**config.mk**
```make
export PLATFORM = sky130hd
export DESIGN_NAME = soc_fabric_top
export DESIGN_NICKNAME = d
export VERILOG_FILES = /design/src/common/soc_pkg.sv /design/src/common/mem_bus_if.sv /design/src/sysctrl/sysctrl_regs.sv /design/src/sysctrl/gpio_pad_mux.sv /design/src/verilog/mem_decoder.sv /design/src/verilog/soc_fabric_top.sv
export SDC_FILE = /design/constraint.sdc
export NUM_CORES = 1
export LEC_CHECK = 0
export ABC_AREA = 0
export ABC_CLOCK_PERIOD_IN_PS = 3900
export BUFFER_PORTS_ARGS = -buffer_cell sky130_fd_sc_hd__buf_4
export CORE_MARGIN = 1.5
export CORE_UTILIZATION = 35
export CTS_BUF_LIST = sky130_fd_sc_hd__clkbuf_4 sky130_fd_sc_hd__clkbuf_8
export CTS_CLUSTER_SIZE = 16
export DETAILED_ROUTE_END_ITERATION = 7
export HOLD_SLACK_MARGIN = 0.05
export PLACE_DENSITY = 0.64
export SYNTH_ARGS = -nofsm -noshare
export SYNTH_HDL_FRONTEND = slang
export SYNTH_SLANG_ARGS = --single-unit
```
**constraint.sdc**
```tcl
create_clock -name clk_i -period 3.9 [get_ports clk_i]
set_clock_uncertainty 0.2 [all_clocks]
set_input_delay 0.78 -clock clk_i [delete_from_list [all_inputs] [get_ports clk_i]]
set_output_delay 0.78 -clock clk_i [all_outputs]
set_load 0.005 [all_outputs]
```
**src/common/soc_pkg.sv**
```systemverilog
// shared types, address map, register offsets and route encodings for the fabric and testbench
package soc_pkg;

  typedef logic [31:0] addr_t;
  typedef logic [31:0] data_t;
  typedef logic [3:0]  strb_t;

  localparam int GPIO_W = 16;
  typedef logic [GPIO_W-1:0] gpio_t;

  localparam int IRQ_W = 32;
  typedef logic [IRQ_W-1:0] irq_t;

  // pad routing selector, off leaves the pads as plain gpio
  typedef logic [1:0] route_t;
  localparam route_t ROUTE_OFF  = 2'd0;
  localparam route_t ROUTE_SEL1 = 2'd1;
  localparam route_t ROUTE_SEL2 = 2'd2;
  localparam route_t ROUTE_SEL3 = 2'd3;

  // word address bits on the external ram port
  localparam int RAM_ADDR_W = 15;

  // system control window is 256 bytes
  localparam addr_t SYSCTRL_BASE  = 32'h0300_0000;
  localparam int    SYSCTRL_WIN_W = 8;
  typedef logic [SYSCTRL_WIN_W-1:0] reg_ofs_t;

  localparam reg_ofs_t GPIO_DATA_OFS = 8'h00;
  localparam reg_ofs_t GPIO_OEB_OFS  = 8'h04;
  localparam reg_ofs_t GPIO_PU_OFS   = 8'h08;
  localparam reg_ofs_t GPIO_PD_OFS   = 8'h0C;
  localparam reg_ofs_t MFGR_ID_OFS   = 8'h24;
  localparam reg_ofs_t PROD_ID_OFS   = 8'h28;
  localparam reg_ofs_t MASK_REV_OFS  = 8'h2C;
  localparam reg_ofs_t CLK_SEL_OFS   = 8'h30;
  localparam reg_ofs_t PLL_DEST_OFS  = 8'h38;
  localparam reg_ofs_t TRAP_DEST_OFS = 8'h3C;
  localparam reg_ofs_t IRQ7_SRC_OFS  = 8'h40;
  localparam reg_ofs_t IRQ8_SRC_OFS  = 8'h44;

  // interrupt vector positions
  localparam int IRQ_PIN_BIT   = 5;
  localparam int IRQ_SPI_BIT   = 6;
  localparam int IRQ_GPIO7_BIT = 7;
  localparam int IRQ_GPIO8_BIT = 8;

endpackage

```
**src/common/mem_bus_if.sv**
```systemverilog
// native valid/ready memory bus between the address decoder and a register device
interface mem_bus_if import soc_pkg::*; ();

  logic  valid;
  addr_t addr;
  data_t wdata;
  strb_t wstrb;
  logic  ready;
  data_t rdata;

  // request side
  modport host (
    output valid,
    output addr,
    output wdata,
    output wstrb,
    input  ready,
    input  rdata
  );

  // response side, ready is a one cycle pulse
  modport device (
    input  valid,
    input  addr,
    input  wdata,
    input  wstrb,
    output ready,
    output rdata
  );

endinterface

```
**src/sysctrl/sysctrl_regs.sv**
```systemverilog
// system control register file on the fabric bus, answers every access one cycle after valid
module sysctrl_regs import soc_pkg::*; (
  input  logic        clk_i,
  input  logic        rst_n_i,
  mem_bus_if.device   bus,
  input  gpio_t       gpio_in_i,
  input  gpio_t       pad_out_i,
  input  logic        clk_ext_sel_i,
  input  logic [11:0] mfgr_id_i,
  input  logic [7:0]  prod_id_i,
  input  logic [3:0]  mask_rev_i,
  output gpio_t       gpio_reg_o,
  output gpio_t       oeb_reg_o,
  output gpio_t       pu_reg_o,
  output gpio_t       pd_reg_o,
  output route_t      pll_dest_o,
  output route_t      trap_dest_o,
  output route_t      irq7_src_o,
  output route_t      irq8_src_o
);

  reg_ofs_t s_ofs;
  data_t    s_rdata;
  logic     r_ready;
  data_t    r_rdata;
  gpio_t    r_gpio;
  gpio_t    r_oeb;
  gpio_t    r_pu;
  gpio_t    r_pd;
  route_t   r_pll_dest;
  route_t   r_trap_dest;
  route_t   r_irq7_src;
  route_t   r_irq8_src;

  // lanes 0 and 1 cover a 16-bit register, empty strobe keeps it
  function automatic gpio_t lane_merge(input gpio_t cur, input data_t wdata, input strb_t wstrb);
    gpio_t res;
    res = cur;
    if (wstrb[0]) res[7:0] = wdata[7:0];
    if (wstrb[1]) res[15:8] = wdata[15:8];
    return res;
  endfunction

  assign s_ofs = bus.addr[SYSCTRL_WIN_W-1:0];

  always_ff @(posedge clk_i or negedge rst_n_i) begin
    if (!rst_n_i) begin
      r_ready     <= 1'b0;
      r_gpio      <= '0;
      r_oeb       <= '1;
      r_pu        <= '0;
      r_pd        <= '0;
      r_pll_dest  <= ROUTE_OFF;
      r_trap_dest <= ROUTE_OFF;
      r_irq7_src  <= ROUTE_OFF;
      r_irq8_src  <= ROUTE_OFF;
    end else begin
      r_ready <= bus.valid;
      if (bus.valid) begin
        case (s_ofs)
          GPIO_DATA_OFS: r_gpio <= lane_merge(r_gpio, bus.wdata, bus.wstrb);
          GPIO_OEB_OFS:  r_oeb  <= lane_merge(r_oeb, bus.wdata, bus.wstrb);
          GPIO_PU_OFS:   r_pu   <= lane_merge(r_pu, bus.wdata, bus.wstrb);
          GPIO_PD_OFS:   r_pd   <= lane_merge(r_pd, bus.wdata, bus.wstrb);
          // selectors only on lane 0
          PLL_DEST_OFS:  if (bus.wstrb[0]) r_pll_dest <= bus.wdata[1:0];
          TRAP_DEST_OFS: if (bus.wstrb[0]) r_trap_dest <= bus.wdata[1:0];
          IRQ7_SRC_OFS:  if (bus.wstrb[0]) r_irq7_src <= bus.wdata[1:0];
          IRQ8_SRC_OFS:  if (bus.wstrb[0]) r_irq8_src <= bus.wdata[1:0];
          default: ;
        endcase
      end
    end
  end

  // read value is the state before any write in the same access
  always_comb begin
    case (s_ofs)
      GPIO_DATA_OFS: s_rdata = {pad_out_i, gpio_in_i};
      GPIO_OEB_OFS:  s_rdata = data_t'(r_oeb);
      GPIO_PU_OFS:   s_rdata = data_t'(r_pu);
      GPIO_PD_OFS:   s_rdata = data_t'(r_pd);
      MFGR_ID_OFS:   s_rdata = data_t'(mfgr_id_i);
      PROD_ID_OFS:   s_rdata = data_t'(prod_id_i);
      MASK_REV_OFS:  s_rdata = data_t'(mask_rev_i);
      CLK_SEL_OFS:   s_rdata = data_t'(clk_ext_sel_i);
      PLL_DEST_OFS:  s_rdata = data_t'(r_pll_dest);
      TRAP_DEST_OFS: s_rdata = data_t'(r_trap_dest);
      IRQ7_SRC_OFS:  s_rdata = data_t'(r_irq7_src);
      IRQ8_SRC_OFS:  s_rdata = data_t'(r_irq8_src);
      default:       s_rdata = '0;
    endcase
  end

  always_ff @(posedge clk_i) begin
    if (bus.valid) begin
      r_rdata <= s_rdata;
    end
  end

  assign bus.ready = r_ready;
  assign bus.rdata = r_rdata;

  assign gpio_reg_o  = r_gpio;
  assign oeb_reg_o   = r_oeb;
  assign pu_reg_o    = r_pu;
  assign pd_reg_o    = r_pd;
  assign pll_dest_o  = r_pll_dest;
  assign trap_dest_o = r_trap_dest;
  assign irq7_src_o  = r_irq7_src;
  assign irq8_src_o  = r_irq8_src;

endmodule

```
**src/sysctrl/gpio_pad_mux.sv**
```systemverilog
// pad override logic for clock and trap routing plus the two gpio interrupt selectors
module gpio_pad_mux import soc_pkg::*; (
  input  logic   clk_i,
  input  logic   rst_n_i,
  input  logic   trap_i,
  input  gpio_t  gpio_in_i,
  input  gpio_t  gpio_reg_i,
  input  gpio_t  oeb_reg_i,
  input  gpio_t  pu_reg_i,
  input  gpio_t  pd_reg_i,
  input  route_t pll_dest_i,
  input  route_t trap_dest_i,
  input  route_t irq7_src_i,
  input  route_t irq8_src_i,
  output gpio_t  gpio_out_o,
  output gpio_t  gpio_outenb_o,
  output gpio_t  gpio_pullupb_o,
  output gpio_t  gpio_pulldownb_o,
  output logic   irq7_o,
  output logic   irq8_o
);

  // each routed group spans three pads
  localparam int GROUP_W   = 3;
  localparam int PLL_PAD0  = 8;
  localparam int TRAP_PAD0 = 11;
  localparam int IRQ7_PIN0 = 0;
  localparam int IRQ8_PIN0 = 3;

  gpio_t s_oeb;

  // source n picks input base+n-1, off gives zero
  function automatic logic pick_input(input gpio_t pins, input route_t src, input int base);
    logic res;
    res = 1'b0;
    if (src != ROUTE_OFF) res = pins[base+int'(src)-1];
    return res;
  endfunction

  always_comb begin
    gpio_out_o       = gpio_reg_i;
    s_oeb            = oeb_reg_i;
    gpio_pullupb_o   = pu_reg_i;
    gpio_pulldownb_o = pd_reg_i;

    // routed groups drive out with both pulls off
    if (pll_dest_i != ROUTE_OFF) begin
      s_oeb[PLL_PAD0 +: GROUP_W]            = '0;
      gpio_pullupb_o[PLL_PAD0 +: GROUP_W]   = '1;
      gpio_pulldownb_o[PLL_PAD0 +: GROUP_W] = '1;
    end
    if (trap_dest_i != ROUTE_OFF) begin
      s_oeb[TRAP_PAD0 +: GROUP_W]            = '0;
      gpio_pullupb_o[TRAP_PAD0 +: GROUP_W]   = '1;
      gpio_pulldownb_o[TRAP_PAD0 +: GROUP_W] = '1;
      gpio_out_o[TRAP_PAD0+int'(trap_dest_i)-1] = trap_i;
    end

    // third pll destination claims the group but carries no clock
    case (pll_dest_i)
      ROUTE_SEL1: gpio_out_o[PLL_PAD0]   = clk_i;
      ROUTE_SEL2: gpio_out_o[PLL_PAD0+1] = clk_i;
      default: ;
    endcase
  end

  // pads stay tristate throughout reset
  assign gpio_outenb_o = s_oeb | {GPIO_W{~rst_n_i}};

  assign irq7_o = pick_input(gpio_in_i, irq7_src_i, IRQ7_PIN0);
  assign irq8_o = pick_input(gpio_in_i, irq8_src_i, IRQ8_PIN0);

endmodule

```
**src/verilog/mem_decoder.sv**
```systemverilog
// address decoder steering host requests to sram, system control or the unmapped responder
module mem_decoder import soc_pkg::*; #(
  parameter int MEM_WORDS = 32768
) (
  input  logic                  clk_i,
  input  logic                  rst_n_i,
  input  logic                  mem_valid_i,
  input  addr_t                 mem_addr_i,
  input  data_t                 mem_wdata_i,
  input  strb_t                 mem_wstrb_i,
  output logic                  mem_ready_o,
  output data_t                 mem_rdata_o,
  output strb_t                 ram_wstrb_o,
  output logic [RAM_ADDR_W-1:0] ram_addr_o,
  output data_t                 ram_wdata_o,
  input  data_t                 ram_rdata_i,
  mem_bus_if.host               sys_bus
);

  // ram occupies bytes 0 to 4*MEM_WORDS
  localparam addr_t RAM_LIMIT = addr_t'(4 * MEM_WORDS);

  logic s_start;
  logic s_ram_hit;
  logic s_sys_hit;
  logic s_unmap_hit;
  logic r_ram_ready;
  logic r_unmap_ready;

  // no new start while the current response is on the bus
  assign s_start     = mem_valid_i && !mem_ready_o;
  assign s_ram_hit   = mem_addr_i < RAM_LIMIT;
  assign s_sys_hit   = !s_ram_hit &&
                       (mem_addr_i[31:SYSCTRL_WIN_W] == SYSCTRL_BASE[31:SYSCTRL_WIN_W]);
  assign s_unmap_hit = !s_ram_hit && !s_sys_hit;

  // sram strobe only in the request cycle
  assign ram_wstrb_o = (s_start && s_ram_hit) ? mem_wstrb_i : '0;
  assign ram_addr_o  = mem_addr_i[RAM_ADDR_W+1:2];
  assign ram_wdata_o = mem_wdata_i;

  assign sys_bus.valid = s_start && s_sys_hit;
  assign sys_bus.addr  = mem_addr_i;
  assign sys_bus.wdata = mem_wdata_i;
  assign sys_bus.wstrb = mem_wstrb_i;

  always_ff @(posedge clk_i or negedge rst_n_i) begin
    if (!rst_n_i) begin
      r_ram_ready   <= 1'b0;
      r_unmap_ready <= 1'b0;
    end else begin
      r_ram_ready   <= s_start && s_ram_hit;
      r_unmap_ready <= s_start && s_unmap_hit;
    end
  end

  assign mem_ready_o = r_ram_ready || r_unmap_ready || sys_bus.ready;

  // unmapped reads fall through to zero
  assign mem_rdata_o = sys_bus.ready ? sys_bus.rdata :
                       r_ram_ready   ? ram_rdata_i   :
                       '0;

endmodule

```
**src/verilog/soc_fabric_top.sv**
```systemverilog
// top level of the memory fabric, the host bus and all pads are plain ports here
module soc_fabric_top import soc_pkg::*; #(
  parameter int MEM_WORDS = 32768
) (
  input  logic                  clk_i,
  input  logic                  rst_n_i,
  // host bus
  input  logic                  mem_valid_i,
  input  addr_t                 mem_addr_i,
  input  data_t                 mem_wdata_i,
  input  strb_t                 mem_wstrb_i,
  output logic                  mem_ready_o,
  output data_t                 mem_rdata_o,
  // external sram
  output strb_t                 ram_wstrb_o,
  output logic [RAM_ADDR_W-1:0] ram_addr_o,
  output data_t                 ram_wdata_o,
  input  data_t                 ram_rdata_i,
  // pads
  input  gpio_t                 gpio_in_i,
  output gpio_t                 gpio_out_o,
  output gpio_t                 gpio_outenb_o,
  output gpio_t                 gpio_pullupb_o,
  output gpio_t                 gpio_pulldownb_o,
  // interrupts and status
  input  logic                  trap_i,
  input  logic                  irq_pin_i,
  input  logic                  irq_spi_i,
  input  logic                  clk_ext_sel_i,
  input  logic [11:0]           mfgr_id_i,
  input  logic [7:0]            prod_id_i,
  input  logic [3:0]            mask_rev_i,
  output irq_t                  irq_o
);

  gpio_t  s_gpio_reg;
  gpio_t  s_oeb_reg;
  gpio_t  s_pu_reg;
  gpio_t  s_pd_reg;
  route_t s_pll_dest;
  route_t s_trap_dest;
  route_t s_irq7_src;
  route_t s_irq8_src;
  logic   s_irq7;
  logic   s_irq8;

  mem_bus_if sys_bus ();

  mem_decoder #(
    .MEM_WORDS(MEM_WORDS)
  ) u_mem_decoder (
    .clk_i      (clk_i),
    .rst_n_i    (rst_n_i),
    .mem_valid_i(mem_valid_i),
    .mem_addr_i (mem_addr_i),
    .mem_wdata_i(mem_wdata_i),
    .mem_wstrb_i(mem_wstrb_i),
    .mem_ready_o(mem_ready_o),
    .mem_rdata_o(mem_rdata_o),
    .ram_wstrb_o(ram_wstrb_o),
    .ram_addr_o (ram_addr_o),
    .ram_wdata_o(ram_wdata_o),
    .ram_rdata_i(ram_rdata_i),
    .sys_bus    (sys_bus.host)
  );

  sysctrl_regs u_sysctrl_regs (
    .clk_i        (clk_i),
    .rst_n_i      (rst_n_i),
    .bus          (sys_bus.device),
    .gpio_in_i    (gpio_in_i),
    .pad_out_i    (gpio_out_o),
    .clk_ext_sel_i(clk_ext_sel_i),
    .mfgr_id_i    (mfgr_id_i),
    .prod_id_i    (prod_id_i),
    .mask_rev_i   (mask_rev_i),
    .gpio_reg_o   (s_gpio_reg),
    .oeb_reg_o    (s_oeb_reg),
    .pu_reg_o     (s_pu_reg),
    .pd_reg_o     (s_pd_reg),
    .pll_dest_o   (s_pll_dest),
    .trap_dest_o  (s_trap_dest),
    .irq7_src_o   (s_irq7_src),
    .irq8_src_o   (s_irq8_src)
  );

  gpio_pad_mux u_gpio_pad_mux (
    .clk_i           (clk_i),
    .rst_n_i         (rst_n_i),
    .trap_i          (trap_i),
    .gpio_in_i       (gpio_in_i),
    .gpio_reg_i      (s_gpio_reg),
    .oeb_reg_i       (s_oeb_reg),
    .pu_reg_i        (s_pu_reg),
    .pd_reg_i        (s_pd_reg),
    .pll_dest_i      (s_pll_dest),
    .trap_dest_i     (s_trap_dest),
    .irq7_src_i      (s_irq7_src),
    .irq8_src_i      (s_irq8_src),
    .gpio_out_o      (gpio_out_o),
    .gpio_outenb_o   (gpio_outenb_o),
    .gpio_pullupb_o  (gpio_pullupb_o),
    .gpio_pulldownb_o(gpio_pulldownb_o),
    .irq7_o          (s_irq7),
    .irq8_o          (s_irq8)
  );

  // sources outside this fabric stay zero
  always_comb begin
    irq_o                = '0;
    irq_o[IRQ_PIN_BIT]   = irq_pin_i;
    irq_o[IRQ_SPI_BIT]   = irq_spi_i;
    irq_o[IRQ_GPIO7_BIT] = s_irq7;
    irq_o[IRQ_GPIO8_BIT] = s_irq8;
  end

endmodule

```
==> impl_summary.txt, run 1 <==
----------------------------------------------------
[Status]
  Outcome ... completed

[Die]
  Standard cell core area ... 19500 um2
  Site row count ... 51
  Ports ... 327
  Initial Util ... 35.7%
  Horiz. Die Dim ... 144 um
  Chip height ... 144 um
  Total die area ... 20800 um2

[Global routing]
  Largest net degree at the start of global routing ... 42
  All-Layer GR Usage ... 22.5%
  Initial antenna violation count ... 0
  Overflow after GRT ... 0
  Global-route wire length before repair ... 33700 um
  Via count of the first global-routing pass ... 5503

[Detailed routing]
  First drt pass iteration count ... 5
  Post-detailed-route DRC marker count ... 0
  Drt total wl ... 23200 um
  Avg Vias per Cell ... 5.08
  DRC marker count from the first detailed-route iteration ... 243
  Antenna viol nets, final ... 0
  Wirelength per Cell ... 21.1 um
  Count of vias placed by the detailed router ... 5582

[Setup path]
  Reg2Reg Setup Slack ... 1.20 ns
  Type of destination of the critical path ... output port
  Worst path required time ... 2.92 ns
  Critical Path Source Type ... clock port
  Count of cells along the worst register-to-register path ... 4
  Critical Setup Path Class ... clock port to output port
  RR Endpoint ... u_sysctrl_regs.oeb_reg_o[8]
  Critical R2R Launch ... u_mem_decoder.r_unmap_ready
  Worst Path Max Fanout ... 3
  Endpoint arrival time on the critical path ... 2.83 ns

[STA]
  Unrepaired setup endpoints after global routing ... false
  Worst slew pin tran ... 0.719 ns
  Max Slew Vio Count ... 0
  Final hold violation count ... 0
  Setup tns final ... 0 ns
  Worst slack on hold paths ... 0.206 ns
  Count of final setup violators ... 0
  Worst relative slew slack ... 51.4%

[Worst hold path]
  Min-Delay Startpoint ... clk_i
  WHS Endpoint ... u_sysctrl_regs.bus.rdata[25]
  Worst hold path type ... clock port to register
  Hold path depth ... 6

[Run]
  Number of max-cap violations ... 0

[Power]
  Worst-case vdd ir drop ... 0.188 mV
  Power density over the cells ... 258 nW/um2
  Overall power after layout ... 2.32 mW
  LEAKAGE ... 4.28 nW

[Logic synthesis]
  Post-Syn Area per Cell ... 11.0 um2
  Post-synth EDFFs ... 32
  Sequential share of the synthesized area ... 41.0%
  Count of warnings emitted by yosys ... 0
  Post-Synthesis Cell Area ... 6980 um2
  Post-synth top flop ... dfrtp_1
  Number of storage elements in the synthesis netlist ... 107
  Cell count after synthesis ... 633
  Distinct cell type count of the synthesized netlist ... 58
  Async S/R FF share, synth ... 70.1%

[Clocking]
  Skew-Pair Late Insertion Delay ... 0.50 ns
  CTS tree ... built
  Clock transition at the registers of the reported paths ... 0.10 ns

[Placement]
  Quantity of I/O buffers inserted on ports ... 262
  Final weighted congestion in routability-driven placement ... 0.890
  Placed wire-length estimate ... 18100 um

[Layout]
  Final core utilization ... 46.1%
  Top library cells by usage in the layout, fill and taps aside ... 280 x buf_4, 88 x mux2_2, 59 x dfrtp_1
  Storage cell area ... 2860 um2
  Share of final-layout standard cells stronger than drive strength 1 ... 52.1%
  Layout net count ... 982
  Area added between synthesis and finish ... 28.9%
  Most frequent standard cell in the layout excluding fill and tap cells ... buf_4
  Fill cell count ... 1901
  Area taken by multi-input logic gates ... 3330 um2

----------------------------------------------------
## critical path: stages
cell	delay, ns
clkbuf_8	0.11
clkbuf_8	0.13
clkbuf_8	0.15
nor2_4	0.07
clkbuf_8	0.12
clkbuf_8	0.11
a31oi_1	0.03
buf_4	0.16
## cell families (layout without fill, tap and decap cells)
kind of cell	count (synthesis)	in the layout	synth area share, %
compound gates	100	100	10.8
xor+xnor	1	1	0.126
fa+ha+maj	9	9	1.61
buf+inv	144	317	13.3
flops	107	107	41.0
mux	103	103	17.3
other cells	1	29	0.0537
simple gates	168	168	15.9
## cell type report
cell class | instances | share of cell area (%)
repair buffers | 278 | 23.2
well taps | 265 | 3.69
clock buffers | 22 | 3.02
diodes | 1 | 0.0278
clock inverters | 7 | 0.835
flip-flops and latches | 107 | 31.8
inverters | 10 | 0.417
multi-input cells | 409 | 37.0
## cells in the mapped netlist (11+ instances only)
cell	number	area, um2
dfstp_2	16	420
dfrtp_1	59	1480
and2_1	16	100
a22oi_1	12	90.1
clkbuf_1	26	97.6
mux2_2	88	991
nand2b_1	24	150
nand2_1	38	143
nand3_1	11	55.1
o21ai_0	16	80.1
edfxtp_1	32	961
a22o_1	42	368
nor2_1	17	63.8
buf_4	99	743
## per-layer routing
layer  global-route usage [%]  routed length, um
met5                        0                  0
met4                     6.27                356
met3                     7.38               1890
met2                     36.4              11300
met1                     28.7               9590
## flip-flops by register name, indices dropped and copies added (netlist names)
name,flops
u_sysctrl_regs.oeb_reg_o,16
u_sysctrl_regs.bus.ready,1
u_mem_decoder.r_unmap_ready,1
u_sysctrl_regs.gpio_reg_o,16
u_sysctrl_regs.pll_dest_o,2
u_sysctrl_regs.bus.rdata,32
u_sysctrl_regs.trap_dest_o,2
u_sysctrl_regs.pd_reg_o,16
u_mem_decoder.r_ram_ready,1
u_sysctrl_regs.pu_reg_o,16
u_sysctrl_regs.irq7_src_o,2
u_sysctrl_regs.irq8_src_o,2
## power by group
part	total, mW	switching (mW)	internal, mW
clock	0.883	0.459	0.424
sequential	1.15	0.000698	1.15
combinational	0.282	0.137	0.145
## worst max path at each step
stage | cells past startpoint | from | endpoint
after floorplan | 4 | mem_addr_i[11] | u_sysctrl_regs.bus.rdata[0]
after global placement | 3 | clk_i | gpio_out_o[8]
after detailed placement | 3 | clk_i | gpio_out_o[8]
after CTS | 8 | clk_i | gpio_out_o[8]
after global routing | 8 | clk_i | gpio_out_o[8]
final | 8 | clk_i | gpio_out_o[8]
## what timing repair did
item                       in CTS  in global routing
hold endpoints to repair        2                  0
buffers inserted                1                  0
setup endpoints to repair       2                  0
hold buffers                    1                  0
resized for setup               2                  0
## through the flow
step / std cells / cell area (um2) / worst slack [ns]
global route: 1098 / 8990 / 0.0511
CTS: 1098 / 8990 / 0.0599
detailed placement: 1070 / 8640 / 0.676
finish: 1099 / 8990 / 0.0864
floorplan: 660 / 7080 / 0.265
global placement: 1070 / 8640 / 0.676
Power figures use the tool's default switching activity.
==> run 2: changes to the inputs <==
--- a/config.mk
+++ b/config.mk
@@ -7,5 +7,5 @@
 export LEC_CHECK = 0
 export ABC_AREA = 0
-export ABC_CLOCK_PERIOD_IN_PS = 3900
+export ABC_CLOCK_PERIOD_IN_PS = 3300
 export BUFFER_PORTS_ARGS = -buffer_cell sky130_fd_sc_hd__buf_4
 export CORE_MARGIN = 1.5
@@ -16,4 +16,5 @@
 export HOLD_SLACK_MARGIN = 0.05
 export PLACE_DENSITY = 0.64
+export REMOVE_ABC_BUFFERS = 1
 export SYNTH_ARGS = -nofsm -noshare
 export SYNTH_HDL_FRONTEND = slang
==> constraint.sdc (replaced) <==
create_clock -name clk_i -period 3.3 [get_ports clk_i]
set_clock_uncertainty 0.2 [all_clocks]
set_input_delay 0.825 -clock clk_i [delete_from_list [all_inputs] [get_ports clk_i]]
set_output_delay 0.825 -clock clk_i [all_outputs]
set_load 0.005 [all_outputs]
==> run 2 against run 1 <==
Net effect:
- register-to-register slack got worse by 0.36 ns
- cell count increased by 2.2%
- critical path depth down 3
- core utilization up 1.3 points
- flip-flop and latch count stayed put
- via count grew 0.73%
- worst hold slack worse by 0.21 ns
- critical path type unchanged
- highest routed layer unchanged
==> impl_summary.txt, run 2 (synthesized netlist as in run 1, its figures left out) <==
----------------------------------------------------
[Layout]
  Fin area ... 9250 um2 (was 8990 um2)
  Most frequent standard cell in the layout excluding fill and tap cells ... buf_4 (unchanged)
  Antenna Cells ... 0 (was 1)
  Flip-flop count of the largest register, all copies and words added ... 32 (unchanged)
  Share of final-layout standard cells stronger than drive strength 1 ... 55.0% (was 52.1%)
  Top library cells by usage in the layout, fill and taps aside ... 306 x buf_4, 88 x mux2_2, 56 x dfrtp_1 (was 280 x buf_4, 88 x mux2_2, 59 x dfrtp_1)
  Area added between synthesis and finish ... 32.5% (was 28.9%)
  Layout net count ... 1007 (was 982)

[Detailed routing]
  Wirelength per Cell ... 19.7 um (was 21.1 um)
  Count of vias placed by the detailed router ... 5623 (was 5582)
  Avg Vias per Cell ... 5.01 (was 5.08)
  DRC marker count from the first detailed-route iteration ... 345 (was 243)
  Post-detailed-route DRC marker count ... 0 (unchanged)
  Drt total wl ... 22100 um (was 23200 um)
  First drt pass iteration count ... 6 (was 5)
  Antenna viol nets, final ... 0 (unchanged)

[STA]
  Final hold violation count ... 0 (unchanged)
  Worst slack on hold paths ... 0.00100 ns (was 0.206 ns)
  Max Slew Vio Count ... 0 (unchanged)
  Count of final setup violators ... 0 (unchanged)
  Unrepaired setup endpoints after global routing ... false (unchanged)
  Worst slew pin tran ... 0.730 ns (was 0.719 ns)
  Worst relative slew slack ... 51.2% (was 51.4%)

[Setup path]
  Worst path required time ... 2.27 ns (was 2.92 ns)
  Critical Setup Path Class ... clock port to output port (unchanged)
  Critical R2R Launch ... u_sysctrl_regs.bus.ready (was u_mem_decoder.r_unmap_ready)
  Standard cell with the maximum stage delay on the critical path ... buf_4 (unchanged)
  Endpoint arrival time on the critical path ... 2.25 ns (was 2.83 ns)
  Critical Path Source Type ... clock port (unchanged)
  Critical Path Most Common Cell ... clkbuf_8 (unchanged)
  Ordered cell list for the critical path ... clkbuf_8, clkbuf_8, nor2_4, a31oi_2, buf_4 (was clkbuf_8, clkbuf_8, clkbuf_8, nor2_4, clkbuf_8, clkbuf_8, a31oi_1, buf_4)
  Worst Path Max Fanout ... 3 (unchanged)
  Largest delay share family, worst path ... buffers and inverters (unchanged)
  Type of destination of the critical path ... output port (unchanged)
  Largest stage delay on the critical path ... 0.17 ns (was 0.16 ns)
  CP Buf/Inv Count ... 3 (was 6)
  Critical Path Start ... clk_i (unchanged)

[Power]
  Worst-case vdd ir drop ... 0.177 mV (was 0.188 mV)
  LEAKAGE ... 4.41 nW (was 4.28 nW)
  Power density over the cells ... 301 nW/um2 (was 258 nW/um2)

[Placement]
  Quantity of I/O buffers inserted on ports ... 262 (unchanged)
  Placed wire-length estimate ... 17000 um (was 18100 um)
  Post-Place Cell Area ... 8830 um2 (was 8640 um2)
  Final weighted congestion in routability-driven placement ... 0.834 (was 0.890)

[Run]
  Number of max-cap violations ... 0 (unchanged)

[Global routing]
  All-Layer GR Usage ... 21.2% (was 22.5%)
  Initial antenna violation count ... 0 (unchanged)
  Overflow after GRT ... 0 (unchanged)
  Global-route wire length before repair ... 32100 um (was 33700 um)
  Largest net degree at the start of global routing ... 34 (was 42)
  Via count of the first global-routing pass ... 5698 (was 5503)

[Die]
  Standard cell core area ... 19500 um2 (unchanged)
  Ports ... 327 (unchanged)
  Total die area ... 20800 um2 (unchanged)
  Chip height ... 144 um (unchanged)
  Horiz. Die Dim ... 144 um (unchanged)
  Initial Util ... 35.7% (unchanged)
  Site row count ... 51 (unchanged)

[Status]
  Outcome ... completed (unchanged)

[Clocking]
  Clock transition at the registers of the reported paths ... 0.09 ns (was 0.10 ns)
  Skew-Pair Late Insertion Delay ... 0.50 ns (about the same)
  CTS tree ... built (unchanged)

[Worst hold path]
  Min-Delay Startpoint ... clk_i (unchanged)
  Worst hold path type ... clock port to register (unchanged)

----------------------------------------------------
-- run 2: changes by cell type in the layout (fill, tap and decap cells not counted), sizes merged --
cell / change
clkbuf: -2
inv: -3
bufinv: +1
diode: -1
clkinvlp: +1
buf: +28
-- run 2: metal layers --
| layer | up-vias | global-route usage, % | routed length (um) |
|---|---|---|---|
| met5 | - | 0 | 0 |
| met4 | 0 | 10.0 | 474 |
| met3 | 30 | 5.66 | 1740 |
| met2 | 241 | 34.7 | 10800 |
| met1 | 2728 | 26.0 | 9100 |
| li1 | 2624 | - | - |
-- run 2: power breakdown --
group / total (mW) / switching [mW] / leakage (nW) / internal [mW]
Clock: 1.08 / 0.535 / 0.185 / 0.549
Combinational: 0.338 / 0.159 / 2.94 / 0.180
Sequential: 1.36 / 0.000845 / 1.28 / 1.36
-- run 2: what timing repair did --
item | in CTS | in global routing
cloned | 0 | 0
endpoints found under the hold margin | 9 | 0
gates resized for setup | 12 | 10
pin swaps | 2 | 3
setup buffers | 3 | 4
hold buffers | 1 | 0
setup endpoints to repair | 8 | 9
-- run 2: worst min-delay path, stage by stage --
cell and delay, ns:
clkbuf_8 0.10, clkbuf_8 0.15, clkbuf_8 0.13, o21ai_0 0.07
a31oi_1 0.14
-- run 2: final timing paths --
check                                          endpoint  slack (ns)  cells past startpoint
setup / recovery                          gpio_out_o[8]        0.03                      5
hold / removal             u_sysctrl_regs.bus.rdata[25]       0.001                      5
setup reg to reg             u_sysctrl_regs.pu_reg_o[7]        0.84                      5
hold reg to reg            u_sysctrl_regs.gpio_reg_o[5]        0.31                      1
max in group asynchronous   u_sysctrl_regs.oeb_reg_o[4]        1.61                      4
min in group asynchronous   u_sysctrl_regs.pu_reg_o[10]        0.58                      2
-- run 2: final cells by class --
class | count | area [um2]
repair buffers | 305 | 2320
multi-input cells | 409 | 3370
clock inverters | 6 | 81.3
flip-flops and latches | 107 | 2860
clock buffers | 21 | 245
fillers | 1868 | 10300
inverters | 10 | 40.0
well taps | 265 | 332
-- run 2: through the flow --
stage	instances	total power [mW]	utilization (%)	TNS [ns]	setup WS, ns
after floorplan	526	1.45	-	-51.84	-1.57
after global placement	1092	1.72	45.2	0	0.129
after detailed placement	1092	1.73	45.2	0	0.0903
after CTS	1119	2.81	47.0	-0.0370	-0.0370
after global routing	1123	2.89	47.3	0	0.00190
final	1123	2.78	47.3	0	0.0265
